--- src/logic/video_timing_pkg.sv ---
package video_timing_pkg;

	////////////////////////////////////////
	// raster position types
	////////////////////////////////////////

	// dot number within a line
	// 7 bits covers up to 128 dots per line
	typedef logic [6:0] hpos_t;

	// line number within a frame
	// 6 bits covers up to 64 lines per frame
	typedef logic [5:0] vpos_t;

	////////////////////////////////////////
	// default raster geometry
	////////////////////////////////////////

	// horizontal timing in dot clocks
	localparam int H_ACTIVE     = 64;
	localparam int H_TOTAL      = 80;
	localparam int H_SYNC_START = 68;
	localparam int H_SYNC_LEN   = 4;

	// vertical timing in whole lines
	localparam int V_ACTIVE     = 32;
	localparam int V_TOTAL      = 40;
	localparam int V_SYNC_START = 34;
	localparam int V_SYNC_LEN   = 2;

	////////////////////////////////////////
	// pipeline latency
	////////////////////////////////////////

	// clocks from a registered beam position to its dot
	// three in each layer and two in the mixer
	localparam int PIPE_DEPTH = 5;

endpackage

--- src/logic/tile_pkg.sv ---
package tile_pkg;

	////////////////////////////////////////
	// cpu bus
	////////////////////////////////////////

	typedef logic [12:0] cpu_addr_t;
	typedef logic [7:0]  cpu_data_t;

	////////////////////////////////////////
	// tile layer data
	////////////////////////////////////////

	// offset into the 128 by 128 dot map, also used for map coordinates
	typedef logic [6:0]  scroll_t;
	// 16 by 16 tile map, row in the high nibble
	typedef logic [7:0]  map_index_t;
	typedef logic [4:0]  tile_code_t;
	typedef logic [2:0]  bank_t;
	// zero is the transparent pen
	typedef logic [2:0]  pixel_t;
	// tile code, fine y, fine x
	typedef logic [10:0] pattern_addr_t;
	typedef logic [2:0]  priority_t;
	// layer id, bank, pixel
	typedef logic [6:0]  color_index_t;
	typedef logic [7:0]  dot_t;

	localparam pixel_t PIXEL_CLEAR = '0;

	////////////////////////////////////////
	// cpu address map
	////////////////////////////////////////

	// tile maps, one 256 byte window per layer
	localparam cpu_addr_t MAP_BASE       = 13'h0000;
	localparam cpu_addr_t MAP_STRIDE     = 13'h0100;

	// pattern memories, one 2k window per layer
	localparam cpu_addr_t PATTERN_BASE   = 13'h0800;
	localparam cpu_addr_t PATTERN_STRIDE = 13'h0800;

	// palette, 128 dot values
	localparam cpu_addr_t PALETTE_BASE   = 13'h1800;
	localparam int        PALETTE_SIZE   = 128;

	// layer registers, four addresses per layer
	localparam cpu_addr_t REG_BASE       = 13'h1900;
	localparam cpu_addr_t REG_STRIDE     = 13'h0004;
	localparam cpu_addr_t REG_SCROLL_X   = 13'h0000;
	localparam cpu_addr_t REG_SCROLL_Y   = 13'h0001;
	localparam cpu_addr_t REG_PRIORITY   = 13'h0002;

	// background color index latch
	localparam cpu_addr_t BACKGROUND_REG = 13'h1908;

endpackage

--- src/logic/beam_if.sv ---
`timescale 1ns/1ps

interface beam_if
	import video_timing_pkg::*;
	();

	// raster position of the current dot
	hpos_t hpos;
	vpos_t vpos;

	// high inside the visible window
	logic active;

	// sync, low inside the sync windows
	logic hsync_n;
	logic vsync_n;

	// beam counter side
	modport source (
		output hpos, vpos, active, hsync_n, vsync_n
	);

	// layers and mixer
	modport sink (
		input hpos, vpos, active, hsync_n, vsync_n
	);

endinterface

--- src/logic/layer_mixer.sv ---
`timescale 1ns/1ps

module layer_mixer
	import video_timing_pkg::*;
	import tile_pkg::*;
	(
		input  logic      clk_6m,
		input  logic      arst_n,
		beam_if.sink      beam,
		input  cpu_addr_t cpu_addr,
		input  cpu_data_t cpu_data,
		input  logic      cpu_we,
		input  pixel_t    a_pixel,
		input  bank_t     a_bank,
		input  priority_t a_priority,
		input  pixel_t    b_pixel,
		input  bank_t     b_bank,
		input  priority_t b_priority,
		output dot_t      dot,
		output logic      blank_n,
		output logic      hsync_n,
		output logic      vsync_n
	);

	// active, hsync_n, vsync_n packed per stage
	localparam logic [2:0] CTRL_IDLE = 3'b011;

	// background color index latch
	color_index_t background;

	// palette
	dot_t palette [PALETTE_SIZE];
	logic palette_we;

	logic a_opaque;
	logic b_opaque;
	color_index_t mix_index;
	color_index_t mix_index_q;

	// sync and blanking delay line
	logic [PIPE_DEPTH-1:0][2:0] ctrl_line;

	////////////////////////////////////////
	// cpu writes
	////////////////////////////////////////

	assign palette_we = cpu_we && (cpu_addr >= PALETTE_BASE) &&
		(cpu_addr < PALETTE_BASE + PALETTE_SIZE);

	always_ff @(posedge clk_6m or negedge arst_n) begin
		if (!arst_n) begin
			background <= '0;
		end else if (cpu_we && (cpu_addr == BACKGROUND_REG)) begin
			background <= cpu_data[6:0];
		end
	end

	always_ff @(posedge clk_6m) begin
		if (palette_we) begin
			palette[color_index_t'(cpu_addr - PALETTE_BASE)] <= cpu_data;
		end
	end

	////////////////////////////////////////
	// priority selection
	////////////////////////////////////////

	assign a_opaque = (a_pixel != PIXEL_CLEAR);
	assign b_opaque = (b_pixel != PIXEL_CLEAR);

	// ties go to layer a
	always_comb begin
		if (b_opaque && (!a_opaque || (b_priority > a_priority))) begin
			mix_index = {1'b1, b_bank, b_pixel};
		end else if (a_opaque) begin
			mix_index = {1'b0, a_bank, a_pixel};
		end else begin
			mix_index = background;
		end
	end

	// stage 4 holds the winning index
	always_ff @(posedge clk_6m) begin
		mix_index_q <= mix_index;
	end

	// stage 5 looks up the palette
	// the line tap one short of the end belongs to the index in mix_index_q
	always_ff @(posedge clk_6m or negedge arst_n) begin
		if (!arst_n) begin
			dot <= '0;
		end else begin
			dot <= ctrl_line[PIPE_DEPTH-2][2] ? palette[mix_index_q] : '0;
		end
	end

	////////////////////////////////////////
	// sync alignment
	////////////////////////////////////////

	always_ff @(posedge clk_6m or negedge arst_n) begin
		if (!arst_n) begin
			ctrl_line <= {PIPE_DEPTH{CTRL_IDLE}};
		end else begin
			ctrl_line <= {ctrl_line[PIPE_DEPTH-2:0], {beam.active, beam.hsync_n, beam.vsync_n}};
		end
	end

	// last stage lines up with dot
	assign blank_n = ctrl_line[PIPE_DEPTH-1][2];
	assign hsync_n = ctrl_line[PIPE_DEPTH-1][1];
	assign vsync_n = ctrl_line[PIPE_DEPTH-1][0];

endmodule

--- src/flat_wrapper.sv ---
// flat-port wrapper written by rule: the top's interface ports become plain ports
module layer_mixer_flat import video_timing_pkg::*; import tile_pkg::*;
  (clk_6m, arst_n, cpu_addr, cpu_data, cpu_we, a_pixel, a_bank, a_priority, b_pixel, b_bank, b_priority, dot, blank_n, hsync_n, vsync_n, beam_hpos, beam_vpos, beam_active, beam_hsync_n, beam_vsync_n);
  beam_if beam_i ();
  input  logic clk_6m;
  input  logic arst_n;
  input  cpu_addr_t cpu_addr;
  input  cpu_data_t cpu_data;
  input  logic cpu_we;
  input  pixel_t a_pixel;
  input  bank_t a_bank;
  input  priority_t a_priority;
  input  pixel_t b_pixel;
  input  bank_t b_bank;
  input  priority_t b_priority;
  output dot_t dot;
  output logic blank_n;
  output logic hsync_n;
  output logic vsync_n;
  input wire logic [$bits(beam_i.hpos)-1:0] beam_hpos;
  input wire logic [$bits(beam_i.vpos)-1:0] beam_vpos;
  input wire logic [$bits(beam_i.active)-1:0] beam_active;
  input wire logic [$bits(beam_i.hsync_n)-1:0] beam_hsync_n;
  input wire logic [$bits(beam_i.vsync_n)-1:0] beam_vsync_n;
  assign beam_i.hpos = beam_hpos;
  assign beam_i.vpos = beam_vpos;
  assign beam_i.active = beam_active;
  assign beam_i.hsync_n = beam_hsync_n;
  assign beam_i.vsync_n = beam_vsync_n;
  layer_mixer u_core (.clk_6m(clk_6m), .arst_n(arst_n), .beam(beam_i), .cpu_addr(cpu_addr), .cpu_data(cpu_data), .cpu_we(cpu_we), .a_pixel(a_pixel), .a_bank(a_bank), .a_priority(a_priority), .b_pixel(b_pixel), .b_bank(b_bank), .b_priority(b_priority), .dot(dot), .blank_n(blank_n), .hsync_n(hsync_n), .vsync_n(vsync_n));
endmodule
--- config.mk ---
export PLATFORM = sky130hd
export DESIGN_NAME = layer_mixer_flat
export DESIGN_NICKNAME = d
export VERILOG_FILES = /design/src/logic/video_timing_pkg.sv /design/src/logic/tile_pkg.sv /design/src/logic/beam_if.sv /design/src/logic/layer_mixer.sv /design/src/flat_wrapper.sv
export SDC_FILE = /design/constraint.sdc
export NUM_CORES = 1
export LEC_CHECK = 0
export BUFFER_PORTS_ARGS = -buffer_cell sky130_fd_sc_hd__buf_2
export CORE_MARGIN = 5
export CORE_UTILIZATION = 50
export CTS_BUF_LIST = sky130_fd_sc_hd__clkbuf_16
export DETAILED_ROUTE_END_ITERATION = 8
export PLACE_DENSITY_LB_ADDON = 0.08
export SETUP_SLACK_MARGIN = 0.15
export SKIP_LAST_GASP = 1
export SLEW_MARGIN = 25
export SYNTH_ARGS = -nofsm -noshare
export SYNTH_HDL_FRONTEND = slang
export SYNTH_SLANG_ARGS = --single-unit
--- constraint.sdc ---
create_clock -name clk_6m -period 2.4 [get_ports clk_6m]
set_clock_uncertainty 0.15 [all_clocks]
set_input_delay 0.6 -clock clk_6m [delete_from_list [all_inputs] [get_ports clk_6m]]
set_output_delay 0.6 -clock clk_6m [all_outputs]
set_load 0.05 [all_outputs]
=== Yosys cells after proc, flatten, opt, wreduce, memory -nomap -nowiden ===
Memory sizes are Yosys's and may differ from the RTL's.
Cells that the tools add are included.

* Memories: 1
* Flip-flop bits (word level): 37
* Output and inout bits: 11
* RAM bits: 1024

* Multiplexer cells: 5
* Eq/ne operators: 1
* $lt $le $gt $ge: 3
* $add $sub $neg: 1
* Reduce and logical (&&, ||, !) cells: 8

{| class="wikitable"
|+ Memory list
! memory !! words !! width !! read ports !! clocked after Yosys merged registers in !! wr ports !! line !! text
|-
| u_core.palette || 128 || 8 || 1 || 0 || 1 || layer_mixer.sv:32 || <nowiki>dot_t palette [PALETTE_SIZE];</nowiki>
|}

{| class="wikitable"
|+ Operator list
! cell !! count
|-
| == test 13 bit (second input constant) || 1
|-
| >= comparator 13 bit (second input constant) || 1
|-
| less-than comparator 13 bit (second input constant) || 1
|-
| 2-to-1 mux 8 bit || 1
|-
| 2-to-1 mux 7 bit || 1
|-
| subtractor 7 x 1 -> 7 bit (second input constant) || 1
|-
| 2-to-1 mux 6 bit || 1
|-
| nonzero test 3 bit || 2
|-
| logical AND 1 bit || 4
|-
| > comparator 3 bit || 1
|-
| 2-to-1 mux 1 bit || 2
|-
| logical NOT 1 bit || 1
|-
| logical OR 1 bit || 1
|}

=== Longest topological paths before layout ===
Gate-level depths: netlist of run 1.

* Depth after elaboration: 5
* Depth in mapped cells: 10
* Gate-level depth less buffers: 8

=== Worst setup path after synthesis of run 1 ===
OpenSTA, ideal clock, no wires.

* Kind: input -> register
* Start point: input cpu_addr[7]
* End point: memory u_core.palette[127][0] (netlist bit), enable pin
* Buffers on the path: 1
* Arrival time: 2218 ps
* Required time: 1879 ps
* Stages: 6
* Setup slack: -339 ps
* Cells stage by stage: nor4b_1 nand3_1 nor3b_1 nand3_1 clkbuf_1 nor2_1

* Word-level cells in the longest chain between the ends: 5

{| class="wikitable"
|+ RTL lines
! item !! line !! text
|-
| start: declaration || flat_wrapper.sv:7 || <nowiki>input cpu_addr_t cpu_addr;</nowiki>
|-
| >= comparator 13 bit || layer_mixer.sv:47 || <nowiki>assign palette_we = cpu_we && (cpu_addr >= PALETTE_BASE) &&</nowiki>
|-
| logical AND 1 bit || layer_mixer.sv:47 ||
|-
| logical AND 1 bit (*) || layer_mixer.sv:47 ||
|-
| 2-to-1 mux 1 bit (*) || layer_mixer.sv:59 || <nowiki>if (palette_we) begin</nowiki>
|-
| 2-to-1 mux 1 bit (not written as such) (*) || layer_mixer.sv:60 || <nowiki>palette[color_index_t'(cpu_addr - PALETTE_BASE)] <= cpu_data;</nowiki>
|-
| end: declaration || layer_mixer.sv:32 ||
|}

Every way passes the cells marked *; elsewhere a longest branch is shown, timed or not.

=== Worst setup path after layout of run 1 ===
* Start point: register u_core.mix_index_q[0]
* End point: register u_core.dot[2]

* Word-level cells in the longest chain between the ends: 2

{| class="wikitable"
|+ RTL lines
! item !! line !! text
|-
| start: declaration || layer_mixer.sv:38 || <nowiki>color_index_t mix_index_q;</nowiki>
|-
| start signal: assignment || layer_mixer.sv:84 || <nowiki>mix_index_q <= mix_index;</nowiki>
|-
| memory read (128 x 8 bit) || - ||
|-
| 2-to-1 mux 8 bit || layer_mixer.sv:93 || <nowiki>dot <= ctrl_line[PIPE_DEPTH-2][2] ? palette[mix_index_q] : '0;</nowiki>
|-
| end signal: assignment || layer_mixer.sv:93 ||
|-
| end: declaration || layer_mixer.sv:19 || <nowiki>output dot_t dot,</nowiki>
|}

Every way passes these cells.
A chain may end at the register's enable or synchronous reset.

==> flow_metrics.tcl, run 1 <==
set metrics [dict create \
    status "finished with violations" \
    violations "negative setup slack" \
    synth_edf_count 1024 \
    grt_overflow 0 \
    cp_slowest_cell "mux4_2" \
    finalWorstSetupSlack_ns -0.499 \
    cts_tree "yes" \
    coreArea_mm2 0.0821 \
    cp_top_family "simple AND/OR/NAND/NOR gates" \
    min_path_cells 2 \
    cp.required_ns 2.78 \
    ys_seq_area_share_pct 76.5 \
    r2r_start "u_core.mix_index_q[0]$_DFF_P_" \
    grt_max_degree 83 \
    endpoint_kind "register" \
    p_total_w 0.0416 \
    yosysTopAreaCell "edfxtp_1" \
    wl_per_cell_um 28.5 \
    wirelength_um 104000 \
    synthFlopType "edfxtp_1" \
    area_growth_syn_to_layout_pct 22.6 \
    finalHoldViolations 0 \
    drt_iter0_markers 1919 \
    drive_above_1_share_pct 34.8 \
    place_congestion 0.861 \
    ys_ff_latch 1061 \
    yosys_warnings 0 \
    synth_xor_area_share_pct 0 \
    avgSynthCellArea_um2 20.0 \
    reg2reg_slack_ns -0.50 \
    drc 0 \
    cp.depth 9 \
    grt_first_pass_wirelength_um 151000 \
    max_freq_ghz 0.345 \
    r2r.worst_path.cells 9 \
    synth_top_family_by_area "multiplexers" \
    synth.cell_area_mm2 0.0414 \
    yosysUniqueCellTypes 61 \
    clk_pin_slew_ns 0.06 \
    fin_tns_setup_ns -3.45 \
    timing.final.crit_share_pct 121 \
    hp-class "input port to register" \
    yosys.area_share.simple_pct 3.85 \
    synth_area_leaders "edfxtp_1 74%, mux4_2 8.6%, mux2i_1 3.8%" \
    dieArea_mm2 0.0886 \
    num_io_pins 69 \
    clk_latency_ns 0.66 \
    clockBufferDepth 3 \
    row_count 105 \
    antenna_found_initial 3 \
    path_max_fanout 5 \
    fin_crit_ns 2.90 \
    synth_nets 2127 \
    cts_max_level 3 \
    slew_viol_final 0 \
    leakage_nw 17.0 \
    synth-async-reset-ratio_pct 2.83 \
    ant_nets 0 \
    place_hpwl_um 69100 \
    cts_made_buffers 106 \
    initial_core_util_pct 50.4 \
    crit_type "register to register" \
    synthAdderAreaFrac_pct 0.0908 \
    port_buffers 55 \
    syn-instance-count 2066 \
    cts-root-buf "clkbuf_16" \
    ir_drop_mv 0.650 \
    rsz0062_at_grt "yes" \
    clock-sinks 1061 \
    firstDrtPassIters 5 \
    crit_buf_inv 3 \
    muxShareOfSynthArea_pct 14.8 \
    viasPerCell 5.92 \
    vias 21600 \
    crit_chain "buf_4, buf_12, clkbuf_16, mux4_2, and3_4, a31oi_4, nand4_1, or3_1, o41a_1" \
    cap_violations 0 \
    slew_headroom_pct 42.2 \
    finalSetupViolations 8 \
    min_from "b_bank[2]" \
    fin_nets 2543 \
    worstMarginPinSlew_ns 0.845 \
    grtUsageTotal_pct 23.4 \
    synth_compound_area_share_pct 3.27 \
    hold_end "u_core.mix_index_q[5]$_DFF_P_" \
    fillers 5811 \
    r2r_end "u_core.dot[2]$_DFF_PN0_" \
    diodes 0 \
    place_area_mm2 0.0469 \
    max_stage_delay_ns 0.49 \
    crit_arrival_ns 3.28 \
    design_area_mm2 0.0507 \
    yosysTopAreaCellShare_pct 74.4 \
    die_x_um 298 \
    p_per_area_mw_per_mm2 820 \
    start_kind "register" \
    grt_pass1_vias 22200 \
    die_h_um 298 \
]
cells by family (layout without fill, tap and decap cells):
| group | Yosys count | count (layout) |
|---|---|---|
| buffers and inverters | 106 | 613 |
| flip-flops | 1061 | 1061 |
| multiplexers | 370 | 370 |
| AND/OR/NAND/NOR | 339 | 339 |
| adder cells (fa/ha/maj) | 3 | 3 |
| AO/OA/AOI/OAI | 187 | 187 |
metrics by stage:
step	hold WS (ns)	util, %	std cells	setup slack (ns)
3_3_place_gp	0.184	57.1	3425	-0.660
3_5_place_dp	0.196	57.1	3425	-0.652
5_1_grt	0.0375	61.8	3643	-0.643
4_1_cts	0.0186	61.6	3640	-0.513
2_1_floorplan	0.154	-	2066	-0.00340
6_report	0.0514	61.8	3643	-0.499
placed cells by master, fill, tap and decap left out, drive strengths merged, types with 8 or more instances in the layout:
cell type | netlist | final
nand4 | 11 | 11
edfxtp | 1024 | 1024
nor2 | 151 | 151
inv | 3 | 31
nor2b | 31 | 31
mux4 | 182 | 182
mux2 | 29 | 29
a21oi | 23 | 23
a22oi | 75 | 75
clkbuf | 26 | 108
dfrtp | 20 | 20
mux2i | 159 | 159
nand3 | 45 | 45
and2 | 8 | 8
bufinv | 0 | 12
and3 | 8 | 8
buf | 74 | 403
dfstp | 10 | 10
a211oi | 15 | 15
nand2 | 50 | 50
o21ai | 21 | 21
clkinv | 0 | 50
o22a | 10 | 10
repair_timing:
| action | 4_1_cts | 5_1_grt |
|---|---|---|
| pin swaps | 6 | 6 |
| gates cloned | 3 | 1 |
| hold buffers | 6 | 0 |
| setup buffers | 7 | 2 |
| setup endpoints to repair | 8 | 9 |
| endpoints found under the hold margin | 25 | 0 |
| gates resized for setup | 24 | 19 |
where the power goes:
group | total (W) | internal (W) | leakage [nW] | switching [W]
Clock | 0.0162 | 0.00932 | 1.77 | 0.00687
Sequential | 0.0205 | 0.0204 | 9.62 | 0.0000917
Combinational | 0.00494 | 0.00227 | 5.56 | 0.00266
Total | 0.0416 | 0.0320 | 17.0 | 0.00962
cell usage after synthesis (11+ instances only):
master,number
edfxtp_1,1024
mux2i_1,159
mux4_2,158
nor2_1,149
a22oi_1,75
nand2_1,50
buf_2,45
nand3_1,45
nor2b_1,31
mux2_2,29
mux4_1,24
a21oi_1,23
clkbuf_1,22
o21ai_0,21
dfrtp_1,20
a211oi_1,15
nand4_1,11
state kept, by name, summed over array words and instances, names as in the netlist:
register	flops
u_core.palette	1024
u_core.mix_index_q	7
u_core.blank_n	1
u_core.hsync_n	1
u_core.ctrl_line	12
u_core.vsync_n	1
u_core.dot	8
u_core.background	7
layout make-up:
| class | instances | area [µm²] | share of cell area, % |
|---|---|---|---|
| flip-flops and latches | 1061 | 31700 | 62.4 |
| multi-input cells | 899 | 9900 | 19.5 |
| repair buffers | 411 | 4370 | 8.63 |
| clock buffers | 106 | 2650 | 5.23 |
| well taps | 1070 | 1340 | 2.64 |
| clock inverters | 93 | 768 | 1.52 |
| inverters | 3 | 11.3 | 0.0222 |
routing by layer:
metal | vias to the layer above | track usage, % | wire length [µm]
li1 | 9401 | - | -
met1 | 11300 | 33.9 | 45100
met2 | 723 | 36.8 | 48900
met3 | 136 | 5.05 | 7560
met4 | 2 | 5.92 | 2480
met5 | - | 0 | 13
how the worst max path moves through the flow:
stage	from	endpoint	slack, ns
global route	u_core.mix_index_q[0]$_DFF_P_	u_core.dot[5]$_DFF_PN0_	-0.64
floorplan	cpu_addr[7]	u_core.palette[95][0]$_DFFE_PP_	-0.003
finish	u_core.mix_index_q[0]$_DFF_P_	u_core.dot[2]$_DFF_PN0_	-0.50
global placement	u_core.mix_index_q[0]$_DFF_P_	u_core.dot[5]$_DFF_PN0_	-0.66
detailed placement	u_core.mix_index_q[0]$_DFF_P_	u_core.dot[5]$_DFF_PN0_	-0.65
CTS	u_core.mix_index_q[0]$_DFF_P_	u_core.dot[5]$_DFF_PN0_	-0.51
Power figures use the tool's default switching activity.
==> run 2, diff against run 1 <==
--- a/config.mk
+++ b/config.mk
@@ -10,7 +10,8 @@
 export CORE_UTILIZATION = 50
 export CTS_BUF_LIST = sky130_fd_sc_hd__clkbuf_16
 export DETAILED_ROUTE_END_ITERATION = 8
-export PLACE_DENSITY_LB_ADDON = 0.08
+export PLACE_DENSITY = 0.73
+export RECOVER_POWER = 100
 export SETUP_SLACK_MARGIN = 0.15
 export SKIP_LAST_GASP = 1
 export SLEW_MARGIN = 25
==> flow_metrics.tcl, run 2 (synthesis gave the netlist of run 1 again) <==
set metrics [dict create \
    timing.final.crit_share_pct 122 \
    clockBufferDepth 3 \
    wirelength_um 104000 \
    fin_util_pct 60.7 \
    top_register "u_core.palette" \
    antenna_found_initial 2 \
    firstDrtPassIters 6 \
    coreArea_mm2 0.0821 \
    area_growth_syn_to_layout_pct 20.5 \
    finalHoldViolations 0 \
    reg_top3 "u_core.palette (1024), u_core.ctrl_line (12), u_core.dot (8)" \
    slew_viol_final 155 \
    vias 22300 \
    seq_area_mm2 0.0317 \
    fillers 5504 \
    grtUsageTotal_pct 23.1 \
    crit_arrival_ns 3.31 \
    grt_first_pass_wirelength_um 152000 \
    leakage_nw 16.5 \
    clock-sinks 1061 \
    ir_drop_mv 0.551 \
    initial_core_util_pct 50.4 \
    wl_per_cell_um 28.9 \
    viasPerCell 6.20 \
    grt_pass1_vias 22400 \
    drive_above_1_share_pct 33.5 \
    multi_input_area_mm2 0.00992 \
    crit_type "register to register" \
    endpoint_kind "register" \
    place_hpwl_um 66200 \
    ant_nets 0 \
    path_max_fanout 6 \
    mostFrequentLayoutCells "1024 x edfxtp_1, 202 x buf_4, 164 x mux4_2" \
    cts_tree "yes" \
    cts_max_level 3 \
    row_count 105 \
    die_x_um 298 \
    grt_max_degree 69 \
    finalWorstSetupSlack_ns -0.524 \
    p_per_area_mw_per_mm2 840 \
    grt_overflow 0 \
    drt_iter0_markers 2894 \
    slew_headroom_pct -26.4 \
    hold_ws_ns 0.0376 \
    largest_reg_flops 1024 \
    fin_nets 2500 \
    drc 0 \
    violations "max-capacitance violations, max-slew violations, negative setup slack" \
    rsz0062_at_grt "yes" \
    place_congestion 0.888 \
    clk_latency_ns 0.66 \
    num_io_pins 69 \
    place_area_mm2 0.0458 \
    dieArea_mm2 0.0886 \
    finalSetupViolations 237 \
    max_freq_ghz 0.342 \
    port_buffers 55 \
    hp-class "input port to register" \
    final_common_cell "edfxtp_1" \
    cts-root-buf "clkbuf_16" \
    cap_violations 5 \
    p_total_w 0.0419 \
    status "finished with violations" \
    cts_made_buffers 100 \
    start_kind "register" \
    design_area_mm2 0.0498 \
    fin_crit_ns 2.92 \
    worstMarginPinSlew_ns 1.90 \
    cp.required_ns 2.78 \
    clk_pin_slew_ns 0.06 \
    die_h_um 298 \
]
[run 2: cell types whose count changed in the layout (fill, tap and decap cells not counted), sizes merged, moves of 3 or more]
cell,change
buf,-103
clkbuf,+64
clkinv,-11
inv,-7
bufinv,+5
clkinvlp,+3
[run 2: timing repair]
item / in CTS / in global routing
resized for setup: 64 / 36
gates cloned: 4 / 3
pin swaps: 9 / 10
endpoints found under the hold margin: 24 / 0
setup buffers: 15 / 17
hold buffers: 5 / 0
endpoints found under the setup margin: 9 / 11
[run 2: critical path, cell delays in order (launching register included)]
cell and delay (ns):
dfxtp_4 0.41, buf_12 0.17, buf_12 0.12, buf_16 0.12, mux4_2 0.51, mux2i_2 0.26, o32ai_2 0.12, a221o_1 0.29
or3_1 0.34, o41a_1 0.32
[run 2: final timing paths]
check	from	endpoint	slack [ns]	depth (start not counted)
max in group asynchronous	arst_n	u_core.dot[4]$_DFF_PN0_	1.04	2
worst min-delay path	b_bank[2]	u_core.mix_index_q[5]$_DFF_P_	0.04	2
worst min register to register	u_core.ctrl_line[2]$_DFF_PN0_	u_core.ctrl_line[5]$_DFF_PN0_	0.20	0
min in group asynchronous	arst_n	u_core.background[3]$_DFFE_PN0P_	0.45	2
worst max register to register	u_core.mix_index_q[0]$_DFF_P_	u_core.dot[0]$_DFF_PN0_	-0.52	9
worst max-delay path	u_core.mix_index_q[0]$_DFF_P_	u_core.dot[0]$_DFF_PN0_	-0.52	9
[run 2: where the power goes]
part,leakage (nW),internal (W),total [W],switching (W)
registers,9.62,0.0204,0.0205,0.000159
clock network,1.75,0.00970,0.0165,0.00675
logic,5.14,0.00221,0.00488,0.00266
total,16.5,0.0323,0.0419,0.00957
[run 2: layout make-up]
type	count	share of cell area (%)
inverter	3	0.0226
multi-input combinational	899	19.9
timing repair buffer	374	6.86
tap	1070	2.69
clock buffer	104	5.22
clock inverter	83	1.73
antenna	1	0.00502
sequential	1061	63.6
[run 2: stage by stage]
step / setup WS [ns] / setup TNS (ns) / std cells
3_3_place_gp: -1.05 / -154.57 / 3363
5_1_grt: -0.558 / -90.07 / 3594
2_1_floorplan: -0.00340 / -0.0338 / 2066
3_5_place_dp: -1.09 / -184.38 / 3363
6_report: -0.524 / -9.42 / 3595
4_1_cts: -0.461 / -2.85 / 3574
[run 2: layer usage]
layer	vias to the layer above	wire, µm	track usage (%)
met1	11500	40100	32.9
met3	191	10800	5.05
met2	1292	49900	36.4
li1	9280	-	-
met5	-	53	0
met4	4	3160	6.70
