$ cat src/logic/video_timing_pkg.sv
package video_timing_pkg;

	////////////////////////////////////////
	// raster position types
	////////////////////////////////////////

	// dot number within a line
	// 7 bits covers up to 128 dots per line
	typedef logic [6:0] hpos_t;

	// line number within a frame
	// 6 bits covers up to 64 lines per frame
	typedef logic [5:0] vpos_t;

	////////////////////////////////////////
	// default raster geometry
	////////////////////////////////////////

	// horizontal timing in dot clocks
	localparam int H_ACTIVE     = 64;
	localparam int H_TOTAL      = 80;
	localparam int H_SYNC_START = 68;
	localparam int H_SYNC_LEN   = 4;

	// vertical timing in whole lines
	localparam int V_ACTIVE     = 32;
	localparam int V_TOTAL      = 40;
	localparam int V_SYNC_START = 34;
	localparam int V_SYNC_LEN   = 2;

	////////////////////////////////////////
	// pipeline latency
	////////////////////////////////////////

	// clocks from a registered beam position to its dot
	// three in each layer and two in the mixer
	localparam int PIPE_DEPTH = 5;

endpackage

$ cat src/logic/beam_if.sv
`timescale 1ns/1ps

interface beam_if
	import video_timing_pkg::*;
	();

	// raster position of the current dot
	hpos_t hpos;
	vpos_t vpos;

	// high inside the visible window
	logic active;

	// sync, low inside the sync windows
	logic hsync_n;
	logic vsync_n;

	// beam counter side
	modport source (
		output hpos, vpos, active, hsync_n, vsync_n
	);

	// layers and mixer
	modport sink (
		input hpos, vpos, active, hsync_n, vsync_n
	);

endinterface

$ cat src/logic/beam_counter.sv
`timescale 1ns/1ps

module beam_counter
	import video_timing_pkg::*;
	#(
		parameter int H_ACTIVE     = video_timing_pkg::H_ACTIVE,
		parameter int H_TOTAL      = video_timing_pkg::H_TOTAL,
		parameter int H_SYNC_START = video_timing_pkg::H_SYNC_START,
		parameter int H_SYNC_LEN   = video_timing_pkg::H_SYNC_LEN,
		parameter int V_ACTIVE     = video_timing_pkg::V_ACTIVE,
		parameter int V_TOTAL      = video_timing_pkg::V_TOTAL,
		parameter int V_SYNC_START = video_timing_pkg::V_SYNC_START,
		parameter int V_SYNC_LEN   = video_timing_pkg::V_SYNC_LEN
	)
	(
		input logic clk_6m,
		input logic arst_n,
		beam_if.source beam
	);

	// position the beam moves to on the next clock
	hpos_t h_next;
	vpos_t v_next;
	logic  line_end;

	always_comb begin
		line_end = (beam.hpos == hpos_t'(H_TOTAL - 1));
		h_next   = line_end ? '0 : beam.hpos + 1'b1;
		v_next   = beam.vpos;
		// vertical advances once per line wrap
		if (line_end) begin
			v_next = (beam.vpos == vpos_t'(V_TOTAL - 1)) ? '0 : beam.vpos + 1'b1;
		end
	end

	////////////////////////////////////////
	// registered beam outputs
	////////////////////////////////////////

	// flags are decoded from the next position
	// so they line up with hpos and vpos
	always_ff @(posedge clk_6m or negedge arst_n) begin
		if (!arst_n) begin
			// park on the last dot of the frame
			// the first clock then starts line zero of frame zero
			beam.hpos    <= hpos_t'(H_TOTAL - 1);
			beam.vpos    <= vpos_t'(V_TOTAL - 1);
			beam.active  <= 1'b0;
			beam.hsync_n <= 1'b1;
			beam.vsync_n <= 1'b1;
		end else begin
			beam.hpos    <= h_next;
			beam.vpos    <= v_next;
			beam.active  <= (h_next < H_ACTIVE) && (v_next < V_ACTIVE);
			// sync low inside its window
			beam.hsync_n <= !((h_next >= H_SYNC_START) &&
				(h_next < H_SYNC_START + H_SYNC_LEN));
			beam.vsync_n <= !((v_next >= V_SYNC_START) &&
				(v_next < V_SYNC_START + V_SYNC_LEN));
		end
	end

endmodule

$ cat src/flat_wrapper.sv
// flat-port wrapper written by rule: the top's interface ports become plain ports
module beam_counter_flat import video_timing_pkg::*;
#(
		parameter int H_ACTIVE     = video_timing_pkg::H_ACTIVE,
		parameter int H_TOTAL      = video_timing_pkg::H_TOTAL,
		parameter int H_SYNC_START = video_timing_pkg::H_SYNC_START,
		parameter int H_SYNC_LEN   = video_timing_pkg::H_SYNC_LEN,
		parameter int V_ACTIVE     = video_timing_pkg::V_ACTIVE,
		parameter int V_TOTAL      = video_timing_pkg::V_TOTAL,
		parameter int V_SYNC_START = video_timing_pkg::V_SYNC_START,
		parameter int V_SYNC_LEN   = video_timing_pkg::V_SYNC_LEN
	)
  (clk_6m, arst_n, beam_hpos, beam_vpos, beam_active, beam_hsync_n, beam_vsync_n);
  beam_if beam_i ();
  input logic clk_6m;
  input logic arst_n;
  output wire logic [$bits(beam_i.hpos)-1:0] beam_hpos;
  output wire logic [$bits(beam_i.vpos)-1:0] beam_vpos;
  output wire logic [$bits(beam_i.active)-1:0] beam_active;
  output wire logic [$bits(beam_i.hsync_n)-1:0] beam_hsync_n;
  output wire logic [$bits(beam_i.vsync_n)-1:0] beam_vsync_n;
  assign beam_hpos = beam_i.hpos;
  assign beam_vpos = beam_i.vpos;
  assign beam_active = beam_i.active;
  assign beam_hsync_n = beam_i.hsync_n;
  assign beam_vsync_n = beam_i.vsync_n;
  beam_counter #(.H_ACTIVE(H_ACTIVE), .H_TOTAL(H_TOTAL), .H_SYNC_START(H_SYNC_START), .H_SYNC_LEN(H_SYNC_LEN), .V_ACTIVE(V_ACTIVE), .V_TOTAL(V_TOTAL), .V_SYNC_START(V_SYNC_START), .V_SYNC_LEN(V_SYNC_LEN)) u_core (.clk_6m(clk_6m), .arst_n(arst_n), .beam(beam_i));
endmodule
$ cat config.mk
export PLATFORM = sky130hd
export DESIGN_NAME = beam_counter_flat
export DESIGN_NICKNAME = d
export VERILOG_FILES = /design/src/logic/video_timing_pkg.sv /design/src/logic/beam_if.sv /design/src/logic/beam_counter.sv /design/src/flat_wrapper.sv
export SDC_FILE = /design/constraint.sdc
export NUM_CORES = 1
export LEC_CHECK = 0
export BUFFER_PORTS_ARGS = -buffer_cell sky130_fd_sc_hd__buf_2
export CORE_MARGIN = 2
export CORE_UTILIZATION = 46
export DETAILED_ROUTE_END_ITERATION = 10
export PLACE_DENSITY = 0.72
export SETUP_SLACK_MARGIN = 0.05
export SYNTH_ARGS = -nofsm -noshare
export SYNTH_HDL_FRONTEND = slang
export SYNTH_SLANG_ARGS = --single-unit
$ cat constraint.sdc
create_clock -name clk_6m -period 1.6 [get_ports clk_6m]
set_input_delay 0.08 -clock clk_6m [delete_from_list [all_inputs] [get_ports clk_6m]]
set_output_delay 0.08 -clock clk_6m [all_outputs]
set_load 0.005 [all_outputs]
### Word level (Yosys, flattened, before mapping)

Cells that the tools add are included.

| storage, ports and cells | value |
|---|---|
| register bits after elaboration | 16 |
| bits of input ports | 2 |
| output and inout port bits | 16 |

| operators by class | value |
|---|---|
| add/sub/neg operators | 2 |
| order comparisons | 6 |
| equal/unequal tests | 2 |
| muxes and demuxes | 3 |
| reductions and logical operators | 5 |

Operators by type and width:

| operator | count |
|---|---|
| less-than comparator 7 bit (second input constant) | 2 |
| less-than comparator 6 bit (second input constant) | 2 |
| two-way mux 6 bit | 2 |
| adder 7 x 1 -> 7 bit (second input constant) | 1 |
| == test 7 bit (second input constant) | 1 |
| greater-or-equal comparator 7 bit (second input constant) | 1 |
| two-way mux 7 bit | 1 |
| adder 6 x 1 -> 6 bit (second input constant) | 1 |
| == test 6 bit (second input constant) | 1 |
| greater-or-equal comparator 6 bit (second input constant) | 1 |
| logical AND 1 bit | 3 |
| logical NOT 1 bit | 2 |

### Longest topological paths before layout

Gate-level depths: netlist of run 1.

| logic depth | value |
|---|---|
| depth after elaboration | 6 |
| gate-level depth with buffers | 6 |
| depth with buffers taken out | 5 |

### Least setup slack after synthesis of run 1

Ideal clock, no wire load.

| timing path | value |
|---|---|
| path type | reg2reg |
| from | reg u_core.beam.hpos[0] |
| to | reg u_core.beam.hsync_n |
| library setup time | 0.094 ns |
| arrival time | 1.689 ns |
| required time | 1.506 ns |
| setup slack | -0.183 ns |
| cell stages (with the launch flop) | 7 |
| clock period less this slack | 1.783 ns |
| cell sequence | dfstp_2 -> ha_1 -> and3_1 -> buf_2 -> a21oi_1 -> o22ai_2 -> or4b_1 |

| on the way | value |
|---|---|
| cells in the longest elaborated chain, start to end | 5 |

RTL lines:

| what | line | text |
|---|---|---|
| from (decl) | beam_if.sv:20 | `output hpos, vpos, active, hsync_n, vsync_n` |
| from (signal assigned) | beam_counter.sv:46 | `beam.hpos <= hpos_t'(H_TOTAL - 1);` |
| from (signal assigned) | beam_counter.sv:52 | `beam.hpos <= h_next;` |
| adder 7 x 1 -> 7 bit / == test 7 bit (equally long branches) | beam_counter.sv:28, beam_counter.sv:27 |  |
| two-way mux 7 bit * | beam_counter.sv:28 | `h_next = line_end ? '0 : beam.hpos + 1'b1;` |
| named net u_core.h_next[6] | beam_counter.sv:22 | `hpos_t h_next;` |
| greater-or-equal comparator 7 bit / less-than comparator 7 bit (equally long branches) | beam_counter.sv:56, beam_counter.sv:57 |  |
| logical AND 1 bit * | beam_counter.sv:56 | `beam.hsync_n <= !((h_next >= H_SYNC_START) &&` |
| logical NOT 1 bit * | beam_counter.sv:56 |  |
| to (signal assigned) | beam_counter.sv:56 |  |
| to (decl) | beam_if.sv:20 |  |

The timed path passes the listed nets; every way through them passes the cells marked *.

### Worst setup path in the final report of run 1

| timing path | value |
|---|---|
| from | reg u_core.beam.hpos[6] |
| to | reg u_core.beam.active |

| on the way | value |
|---|---|
| cells in the longest elaborated chain, start to end | 4 |

RTL lines:

| what | line | text |
|---|---|---|
| == test 7 bit | beam_counter.sv:27 | `line_end = (beam.hpos == hpos_t'(H_TOTAL - 1));` |
| two-way mux 6 bit | beam_counter.sv:31 | `if (line_end) begin` |
| named net u_core.v_next[5] | beam_counter.sv:23 | `vpos_t v_next;` |
| less-than comparator 6 bit | beam_counter.sv:54 | `beam.active <= (h_next < H_ACTIVE) && (v_next < V_ACTIVE);` |
| logical AND 1 bit | beam_counter.sv:54 |  |
| to (signal assigned) | beam_counter.sv:54 |  |
| to (decl) | beam_if.sv:20 |  |

The timed path passes the listed nets, and every way through them passes these cells.

==> results_dict.tcl, run 1 <==
set metrics [dict create \
    status "finished with violations" \
    violations "setup timing" \
    ir_worst_vdd_v 0.000396 \
    intPower_w 0.000547 \
    avgSynthCellArea_sq_um 11.6 \
    start_kind "register" \
    post_drt_wl_per_cell_microns 14.2 \
    min_period_ns 1.71 \
    grt_use_total_pct 20.0 \
    drc 0 \
    netSwitchingPower_w 0.000140 \
    ff2ff_setup_slack_ns -0.11 \
    final.period_utilization_pct 107 \
    path_class "reg -> reg" \
    viasPerCell 5.73 \
    synth_cell_type_count 34 \
    r2r_end "u_core.beam.active" \
    dr.pass1.iters 4 \
    p_seq_share_pct 59.1 \
    dieArea_sq_um 2090 \
    syn2layout_area_growth_pct 40.2 \
    cts.sinks 16 \
    clockBufferDepth 2 \
    timing.rr.start "u_core.beam.hpos[6]" \
    worstHoldPathType "in -> async" \
    dp_cells 117 \
    comb_power_share_pct 1.5 \
    fin_nets 111 \
    globalplace.congestion 0.780 \
    end_kind "register" \
    die_w_microns 45.7 \
    synth-edff-count 0 \
    synth-main-ff-cell "dfstp_2" \
    ys_seq_area_share_pct 51.8 \
    clock-root-buffer "clkbuf_4" \
    total_power_w 0.000687 \
    h-tree-depth 1 \
    dpl.hpwl_microns 1310 \
    fin_cells 123 \
    powerDensity_nw_per_um2 613 \
    drt-initial-drc-count 12 \
    place_area_sq_um 1040 \
    crit_path_max_incr_delay_ns 0.55 \
    antenna_left 0 \
    final_util_pct 67.1 \
    tightest_slew_ns 0.381 \
    switching_share_pct 20.4 \
    fin_ws_ns -0.114 \
    grt_pass1_wl_microns 2900 \
    drive_above_1_share_pct 61.3 \
    crit_chain "or3b_4 > o41a_1 > o221a_4 > nor2_2" \
    clk_latency_ns 0.29 \
    final_area_sq_um 1120 \
    grt_start_max_net_pins 17 \
    slowest_stage "dfstp_2" \
    synthCells 69 \
    finalSetupViolCount 4 \
    wl_microns 1740 \
    synth-seq-cells 16 \
    row_count 15 \
    dpl_worst_slack_ns -0.105 \
    num_vias 705 \
    io_buffers 17 \
    hold_viol_final 0 \
    grt_overflow 0 \
    power.leakage_nw 0.501 \
    diodes 0 \
    final.setup_skew_ns 0.00396 \
    slew_headroom_pct 74.3 \
    grt_pass1_vias 661 \
    pwr-share-clk_pct 39.4 \
    synth_fp_nets 73 \
    start_util_pct 47.9 \
    timing.fmax_ghz 0.583 \
    antenna_found_initial 0 \
    crit_path_max_fanout 4 \
    clkTransAtPathRegs_ns 0.10 \
    io_pins 18 \
    synth-async-reset-ratio_pct 100 \
    arrival_ns 1.94 \
    reg2reg_depth 4 \
    fillerInstances 127 \
    slew_violations 0 \
    syn_area_sq_um 800 \
    yosysWarnings 0 \
    grt_setup_unrepaired "yes" \
    cts_tree "done" \
    die_height_microns 45.7 \
    numCtsBuffers 3 \
    maxCapViolCount 0 \
    core_area_sq_um 1670 \
    cp.required_ns 1.83 \
]
cells in the mapped netlist (2+ instances only):
master   number  area [sq um]
nand3_1       4          20.0
nand2_1       2          7.51
dfstp_2      11           289
nor2_2        2          12.5
o21ai_1       4          20.0
and2b_2       2          17.5
inv_1         5          18.8
ha_1          2          25.0
xor2_1        4          35.0
dfrtp_1       5           125
and3_1        2          12.5
a21oi_1       2          10.0
nor2_1        3          11.3
layer usage:
metal,share of wire [%],global-route usage (%)
met5,0,0
met3,3.3,2.38
met2,48,30.4
met1,47,27.9
met4,2.5,10.3
power groups by stage:
stage | logic [W] | registers (W) | clock network, W
floorplan | 0.000000000157 | 0.000412 | 0
global placement | 0.00000870 | 0.000412 | 0
detailed placement | 0.00000895 | 0.000412 | 0
CTS | 0.0000108 | 0.000406 | 0.000279
global route | 0.0000127 | 0.000406 | 0.000290
finish | 0.0000101 | 0.000406 | 0.000271
worst max-delay path, delay by kind of cell, from the launching register on:
family             cells  cell delay, ns
DFF                    1            0.55
AOI/OAI and AO/OA      2            0.60
and+or+nand+nor        2            0.50
layout by cell type (no fill, tap or decap), types with 3 or more instances in the layout:
cell,n
buf_4,16
dfrtp_1,5
clkbuf_4,3
buf_2,17
o21ai_1,4
nand3_1,3
xor2_1,4
inv_1,5
dfstp_2,11
nor2_1,3
sequential cells by signal (all words and copies together) (netlist names):
register	flops
u_core.beam.active	1
u_core.beam.hpos	7
u_core.beam.hsync_n	1
u_core.beam.vpos	6
u_core.beam.vsync_n	1
layout make-up:
class / count / area (sq um) / share of cell area, %
Multi-Input combinational cell: 47 / 415 / 37.1
Sequential cell: 16 / 414 / 36.9
Timing Repair Buffer: 34 / 215 / 19.2
Clock buffer: 4 / 36.3 / 3.24
Tap cell: 17 / 21.3 / 1.90
Inverter: 5 / 18.8 / 1.67
cells by family after synthesis:
family	count (synthesis)	synth area share [%]
XOR/XNOR	4	4.38
AND/OR/NAND/NOR	25	21.3
adder cells (fa/ha/maj)	2	3.13
multiplexers	1	1.41
AO/OA/AOI/OAI	15	15.0
flip-flops	16	51.8
buffers and inverters	6	2.97
how the worst max path moves through the flow:
| stage | startpoint | to | slack (ns) | cells after the start |
|---|---|---|---|---|
| final | u_core.beam.hpos[6] | u_core.beam.active | -0.11 | 4 |
| after global routing | u_core.beam.hpos[6] | u_core.beam.vsync_n | -0.17 | 4 |
| after CTS | u_core.beam.hpos[6] | u_core.beam.active | -0.11 | 4 |
| after detailed placement | u_core.beam.hpos[1] | u_core.beam.active | -0.11 | 5 |
| after global placement | u_core.beam.hpos[1] | u_core.beam.active | -0.09 | 5 |
| after floorplan | u_core.beam.hpos[0] | u_core.beam.active | -0.09 | 5 |
metrics by stage:
step                      TNS [ns]  hold slack (ns)
after floorplan             -0.285           -0.216
after global placement      -0.241          0.00420
after detailed placement    -0.288          0.00896
after CTS                   -0.330            0.223
after global routing        -0.527            0.272
final                       -0.332            0.218
what timing repair did:
| action | in CTS | in global routing |
|---|---|---|
| gates cloned | 0 | 0 |
| gates resized for setup | 1 | 4 |
| setup buffers | 1 | 0 |
| endpoints found under the hold margin | 16 | 0 |
| pin swaps | 0 | 0 |
| hold buffers | 1 | 0 |
| endpoints found under the setup margin | 6 | 7 |
No activity file was read; power rests on OpenSTA's default activity.
==> run 2, diff against run 1 <==
--- a/config.mk
+++ b/config.mk
@@ -10,7 +10,7 @@
 export CORE_UTILIZATION = 46
 export DETAILED_ROUTE_END_ITERATION = 10
 export PLACE_DENSITY = 0.72
-export SETUP_SLACK_MARGIN = 0.05
+export SETUP_SLACK_MARGIN = 0.4
 export SYNTH_ARGS = -nofsm -noshare
 export SYNTH_HDL_FRONTEND = slang
 export SYNTH_SLANG_ARGS = --single-unit
==> run 2 against run 1 <==
The run still ends with setup timing left. Final cell count increased by 0.81%. First-iteration DRC count down 58%. Critical path depth unchanged. Sequential share of layout area shrank 3.5 points. Critical path type unchanged.
==> results_dict.tcl, run 2 (synthesized netlist as in run 1, its figures left out) <==
set metrics [dict create \
    status "finished with violations" \
    violations "setup timing" \
    slew_headroom_pct 76.9 \
    timing.fmax_ghz 0.581 \
    viasPerCell 5.41 \
    clkTransAtPathRegs_ns 0.10 \
    io_buffers 17 \
    final.period_utilization_pct 108 \
    end_kind "register" \
    fin_nets 112 \
    drt-initial-drc-count 5 \
    min_period_ns 1.72 \
    fin_ws_ns -0.121 \
    maxCapViolCount 0 \
    antenna_left 0 \
    timing.rr.start "u_core.beam.hpos[6]" \
    crit_path_max_fanout 4 \
    cts_tree "done" \
    dieArea_sq_um 2090 \
    ff2ff_setup_slack_ns -0.12 \
    io_pins 18 \
    syn2layout_area_growth_pct 55.1 \
    h-tree-depth 1 \
    path_class "reg -> reg" \
    largest_register_ffs 7 \
    diodes 0 \
    antenna_found_initial 0 \
    tightest_slew_ns 0.347 \
    dr.pass1.iters 2 \
    dpl_worst_slack_ns -0.106 \
    start_util_pct 47.9 \
    post_drt_wl_per_cell_microns 15.1 \
    grt_pass1_wl_microns 2730 \
    grt_overflow 0 \
    wl_microns 1870 \
    r2r_end "u_core.beam.vsync_n" \
    worstHoldPathType "in -> async" \
    die_w_microns 45.7 \
    grt_setup_unrepaired "yes" \
    cts.sinks 16 \
    grt_start_max_net_pins 17 \
    grt_use_total_pct 18.5 \
    finalSetupViolCount 4 \
    fillerInstances 114 \
    dpl.hpwl_microns 1320 \
    clock-root-buffer "clkbuf_4" \
    die_height_microns 45.7 \
    reg2reg_depth 4 \
    drive_above_1_share_pct 70.1 \
    numCtsBuffers 3 \
    final_cell_mix "buf_2 (17), buf_4 (12), dfstp_2 (11)" \
    globalplace.congestion 0.818 \
    final.setup_skew_ns 0.0127 \
    drc 0 \
    power.leakage_nw 0.525 \
    final_common_cell "buf_2" \
    start_kind "register" \
    row_count 15 \
    cp.required_ns 1.83 \
    slew_violations 0 \
    ir_worst_vdd_v 0.000385 \
    top_regs "u_core.beam.hpos: 7 flops, u_core.beam.vpos: 6 flops" \
    powerDensity_nw_per_um2 512 \
    hold_viol_final 0 \
    arrival_ns 1.95 \
    clockBufferDepth 2 \
    final_util_pct 74.2 \
    clk_latency_ns 0.28 \
    num_vias 671 \
    largest_register "u_core.beam.hpos" \
    core_area_sq_um 1670 \
    grt_pass1_vias 608 \
    setup_tns_ns -0.358 \
]
run 2: changes by cell type in the layout (fill, tap and decap cells not counted), moves of 2 or more:
cell / delta
buf_6: +5
buf_4: -4
nand2_1: -2
nand2_2: +2
nor2_1: -2
run 2: final cells by class:
type / count / area [sq um] / area share [%]
multi-input combinational: 47 / 518 / 41.8
sequential: 16 / 414 / 33.4
timing repair buffer: 35 / 241 / 19.5
clock buffer: 4 / 26.3 / 2.12
tap: 17 / 21.3 / 1.72
inverter: 5 / 18.8 / 1.51
run 2: per-layer routing:
layer	GRT usage, %	vias to the layer above	wire (microns)
li1	-	328	-
met1	26.7	333	862
met4	6.86	0	10
met5	0	-	0
met2	28.5	8	956
met3	2.38	2	42
run 2: metrics by stage:
step | total power, W | cells | hold slack, ns | instance area (sq um)
final | 0.000635 | 124 | 0.225 | 1240
after global routing | 0.000654 | 124 | 0.267 | 1240
after CTS | 0.000648 | 122 | 0.229 | 1150
after detailed placement | 0.000421 | 116 | 0.00744 | 1040
after global placement | 0.000421 | 116 | 0.00479 | 1040
after floorplan | 0.000412 | 69 | -0.216 | 837
run 2: worst max-delay path: stages, from the launching register on:
cell and delay [ns]:
dfstp_2 0.55, or3b_4 0.42, o41a_1 0.34, o221a_4 0.26, nand4bb_1 0.10
run 2: worst max path at each step:
stage | cells after the start | slack [ns] | start | to
floorplan | 5 | -0.09 | u_core.beam.hpos[0] | u_core.beam.active
global placement | 5 | -0.09 | u_core.beam.hpos[1] | u_core.beam.active
detailed placement | 5 | -0.11 | u_core.beam.hpos[1] | u_core.beam.vsync_n
CTS | 4 | -0.12 | u_core.beam.hpos[6] | u_core.beam.vsync_n
global route | 4 | -0.19 | u_core.beam.hpos[6] | u_core.beam.vsync_n
finish | 4 | -0.12 | u_core.beam.hpos[6] | u_core.beam.vsync_n
run 2: repair_timing:
item	in CTS	in global routing
endpoints found under the hold margin	16	0
resized for setup	16	12
buffers inserted	1	2
pin swaps	6	5
endpoints found under the setup margin	13	15
hold buffers	1	0
run 2: power breakdown:
part / internal [W] / switching, W / leakage, nW
clock network: 0.0000965 / 0.000123 / 0.0150
registers: 0.000406 / 0 / 0.169
logic: 0.00000248 / 0.00000754 / 0.341
==> run 3, diff against run 2 <==
--- a/config.mk
+++ b/config.mk
@@ -8,6 +8,7 @@
 export BUFFER_PORTS_ARGS = -buffer_cell sky130_fd_sc_hd__buf_2
 export CORE_MARGIN = 2
 export CORE_UTILIZATION = 46
+export CTS_BUF_LIST = sky130_fd_sc_hd__clkbuf_16
 export DETAILED_ROUTE_END_ITERATION = 10
 export PLACE_DENSITY = 0.72
 export SETUP_SLACK_MARGIN = 0.4
==> run 3 against run 2 <==
The run still ends with setup timing left. Register-to-register slack better by 0.02 ns. Critical path depth unchanged. Sequential share of layout area fell by 1.8 points. Die area did not move. Worst setup slack improved by 0.019 ns. Clock power grew 120%. Combinational power about the same. Critical path type unchanged. Highest routed layer unchanged.
==> results_dict.tcl, run 3 (synthesized netlist as in run 1, its figures left out) <==
set metrics [dict create \
    final_util_pct 78.4 \
    clkTransAtPathRegs_ns 0.05 \
    final.setup_skew_ns 0.00686 \
    slew_violations 0 \
    fin_ws_ns -0.102 \
    dr.pass1.iters 3 \
    end_kind "register" \
    viasPerCell 5.44 \
    cp.required_ns 1.78 \
    ff2ff_setup_slack_ns -0.10 \
    arrival_ns 1.88 \
    wl_microns 2080 \
    diodes 0 \
    globalplace.congestion 0.818 \
    numCtsBuffers 3 \
    switching_share_pct 17.3 \
    intPower_w 0.000740 \
    powerDensity_nw_per_um2 683 \
    num_vias 680 \
    path_class "reg -> reg" \
    core_area_sq_um 1670 \
    pwr-share-clk_pct 53.4 \
    start_util_pct 47.9 \
    final_cell_mix "buf_2 (17), buf_4 (14), dfstp_2 (11), inv_1 (6), dfrtp_1 (5)" \
    maxCapViolCount 0 \
    comb_power_share_pct 1.1 \
    worstHoldPathType "in -> async" \
    grt_use_total_pct 21.2 \
    ir_worst_vdd_v 0.000635 \
    drc 0 \
    final_common_cell "buf_2" \
    clockBufferDepth 2 \
    top_regs "u_core.beam.hpos: 7 flops, u_core.beam.vpos: 6 flops" \
    grtUsageMet3_pct 3.57 \
    h-tree-depth 1 \
    cts_tree "done" \
    fin_cells 125 \
    grt_use_met2_pct 33.0 \
    timing.rr.start "u_core.beam.hpos[6]" \
    violations "setup timing" \
    io_buffers 17 \
    netSwitchingPower_w 0.000155 \
    status "finished with violations" \
    dp_cells 116 \
    antenna_left 0 \
    timing.fmax_ghz 0.588 \
    clock-root-buffer "clkbuf_16" \
    final.period_utilization_pct 106 \
    row_count 15 \
    fillerInstances 93 \
    power.leakage_nw 0.558 \
    grt_pass1_vias 662 \
    min_period_ns 1.70 \
    crit_start "u_core.beam.hpos[6]" \
    die_w_microns 45.7 \
    largest_register_ffs 7 \
    clk_latency_ns 0.25 \
    p_seq_share_pct 45.5 \
    r2r_end "u_core.beam.vsync_n" \
    hold_viol_final 0 \
    syn2layout_area_growth_pct 63.9 \
    grt.busiest_layer "met2" \
    use_met1_pct 28.5 \
    io_pins 18 \
    dpl.hpwl_microns 1320 \
    antenna_found_initial 0 \
    grt_overflow 0 \
    grt_pass1_wl_microns 3010 \
    slew_headroom_pct 76.6 \
    grt_setup_unrepaired "yes" \
    endpoint "u_core.beam.vsync_n" \
    dieArea_sq_um 2090 \
    post_drt_wl_per_cell_microns 16.7 \
    cts.sinks 16 \
    tightest_slew_ns 0.350 \
    total_power_w 0.000895 \
    die_height_microns 45.7 \
    crit_path_max_fanout 4 \
    reg2reg_depth 4 \
    finalSetupViolCount 4 \
    start_kind "register" \
    fin_nets 113 \
    largest_register "u_core.beam.hpos" \
    grt_start_max_net_pins 17 \
    drive_above_1_share_pct 72.2 \
    drt-initial-drc-count 5 \
]
## run 3: power groups by stage
stage | combinational, W | clock (W) | sequential (W)
global placement | 0.00000872 | 0 | 0.000412
global route | 0.0000125 | 0.000502 | 0.000406
finish | 0.0000101 | 0.000478 | 0.000407
CTS | 0.0000107 | 0.000493 | 0.000407
detailed placement | 0.00000885 | 0 | 0.000412
floorplan | 0.000000000157 | 0 | 0.000412
## run 3: area by class of cell
| type | instances | area [sq um] | share of cell area, % |
|---|---|---|---|
| Multi-Input combinational cell | 47 | 532 | 40.6 |
| Timing Repair Buffer | 36 | 245 | 18.7 |
| Sequential cell | 16 | 414 | 31.6 |
| Tap cell | 17 | 21.3 | 1.62 |
| Inverter | 5 | 18.8 | 1.43 |
| Clock buffer | 3 | 75.1 | 5.73 |
| Clock inverter | 1 | 3.75 | 0.287 |
## run 3: per-layer routing
metal	up-vias	share of wire (%)
met5	-	0
met4	0	1.7
met3	4	2.0
met2	12	51
met1	331	45
li1	333	-
## run 3: how the worst min path moves through the flow
stage | startpoint | to | slack [ns] | cells after the start
6_report | arst_n | u_core.beam.vpos[3] | 0.28 | 2
4_1_cts | arst_n | u_core.beam.active | 0.29 | 2
2_1_floorplan | arst_n | u_core.beam.active | -0.22 | 0
5_1_grt | arst_n | u_core.beam.vpos[3] | 0.32 | 2
3_5_place_dp | arst_n | u_core.beam.active | 0.007 | 1
3_3_place_gp | arst_n | u_core.beam.hpos[5] | 0.005 | 1
## run 3: worst max-delay path: stages (launching register included)
cell and delay [ns]:
dfstp_2 0.53, or3b_4 0.41, o41a_1 0.34, o221a_4 0.26
nand4bb_1 0.10
## run 3: metrics by stage
stage	setup TNS (ns)	cell area [sq um]	hold WS, ns	worst slack [ns]
after floorplan	-0.285	837	-0.216	-0.0909
after global placement	-0.251	1040	0.00479	-0.0943
after detailed placement	-0.287	1040	0.00744	-0.106
after CTS	-0.292	1210	0.286	-0.107
after global routing	-0.511	1310	0.324	-0.174
final	-0.281	1310	0.276	-0.102
## run 3: repair_timing
item | CTS | global route
pin swaps | 5 | 3
hold endpoints to repair | 5 | 0
endpoints found under the setup margin | 13 | 15
hold buffers | 1 | 0
buffers inserted | 1 | 3
gates resized for setup | 18 | 12
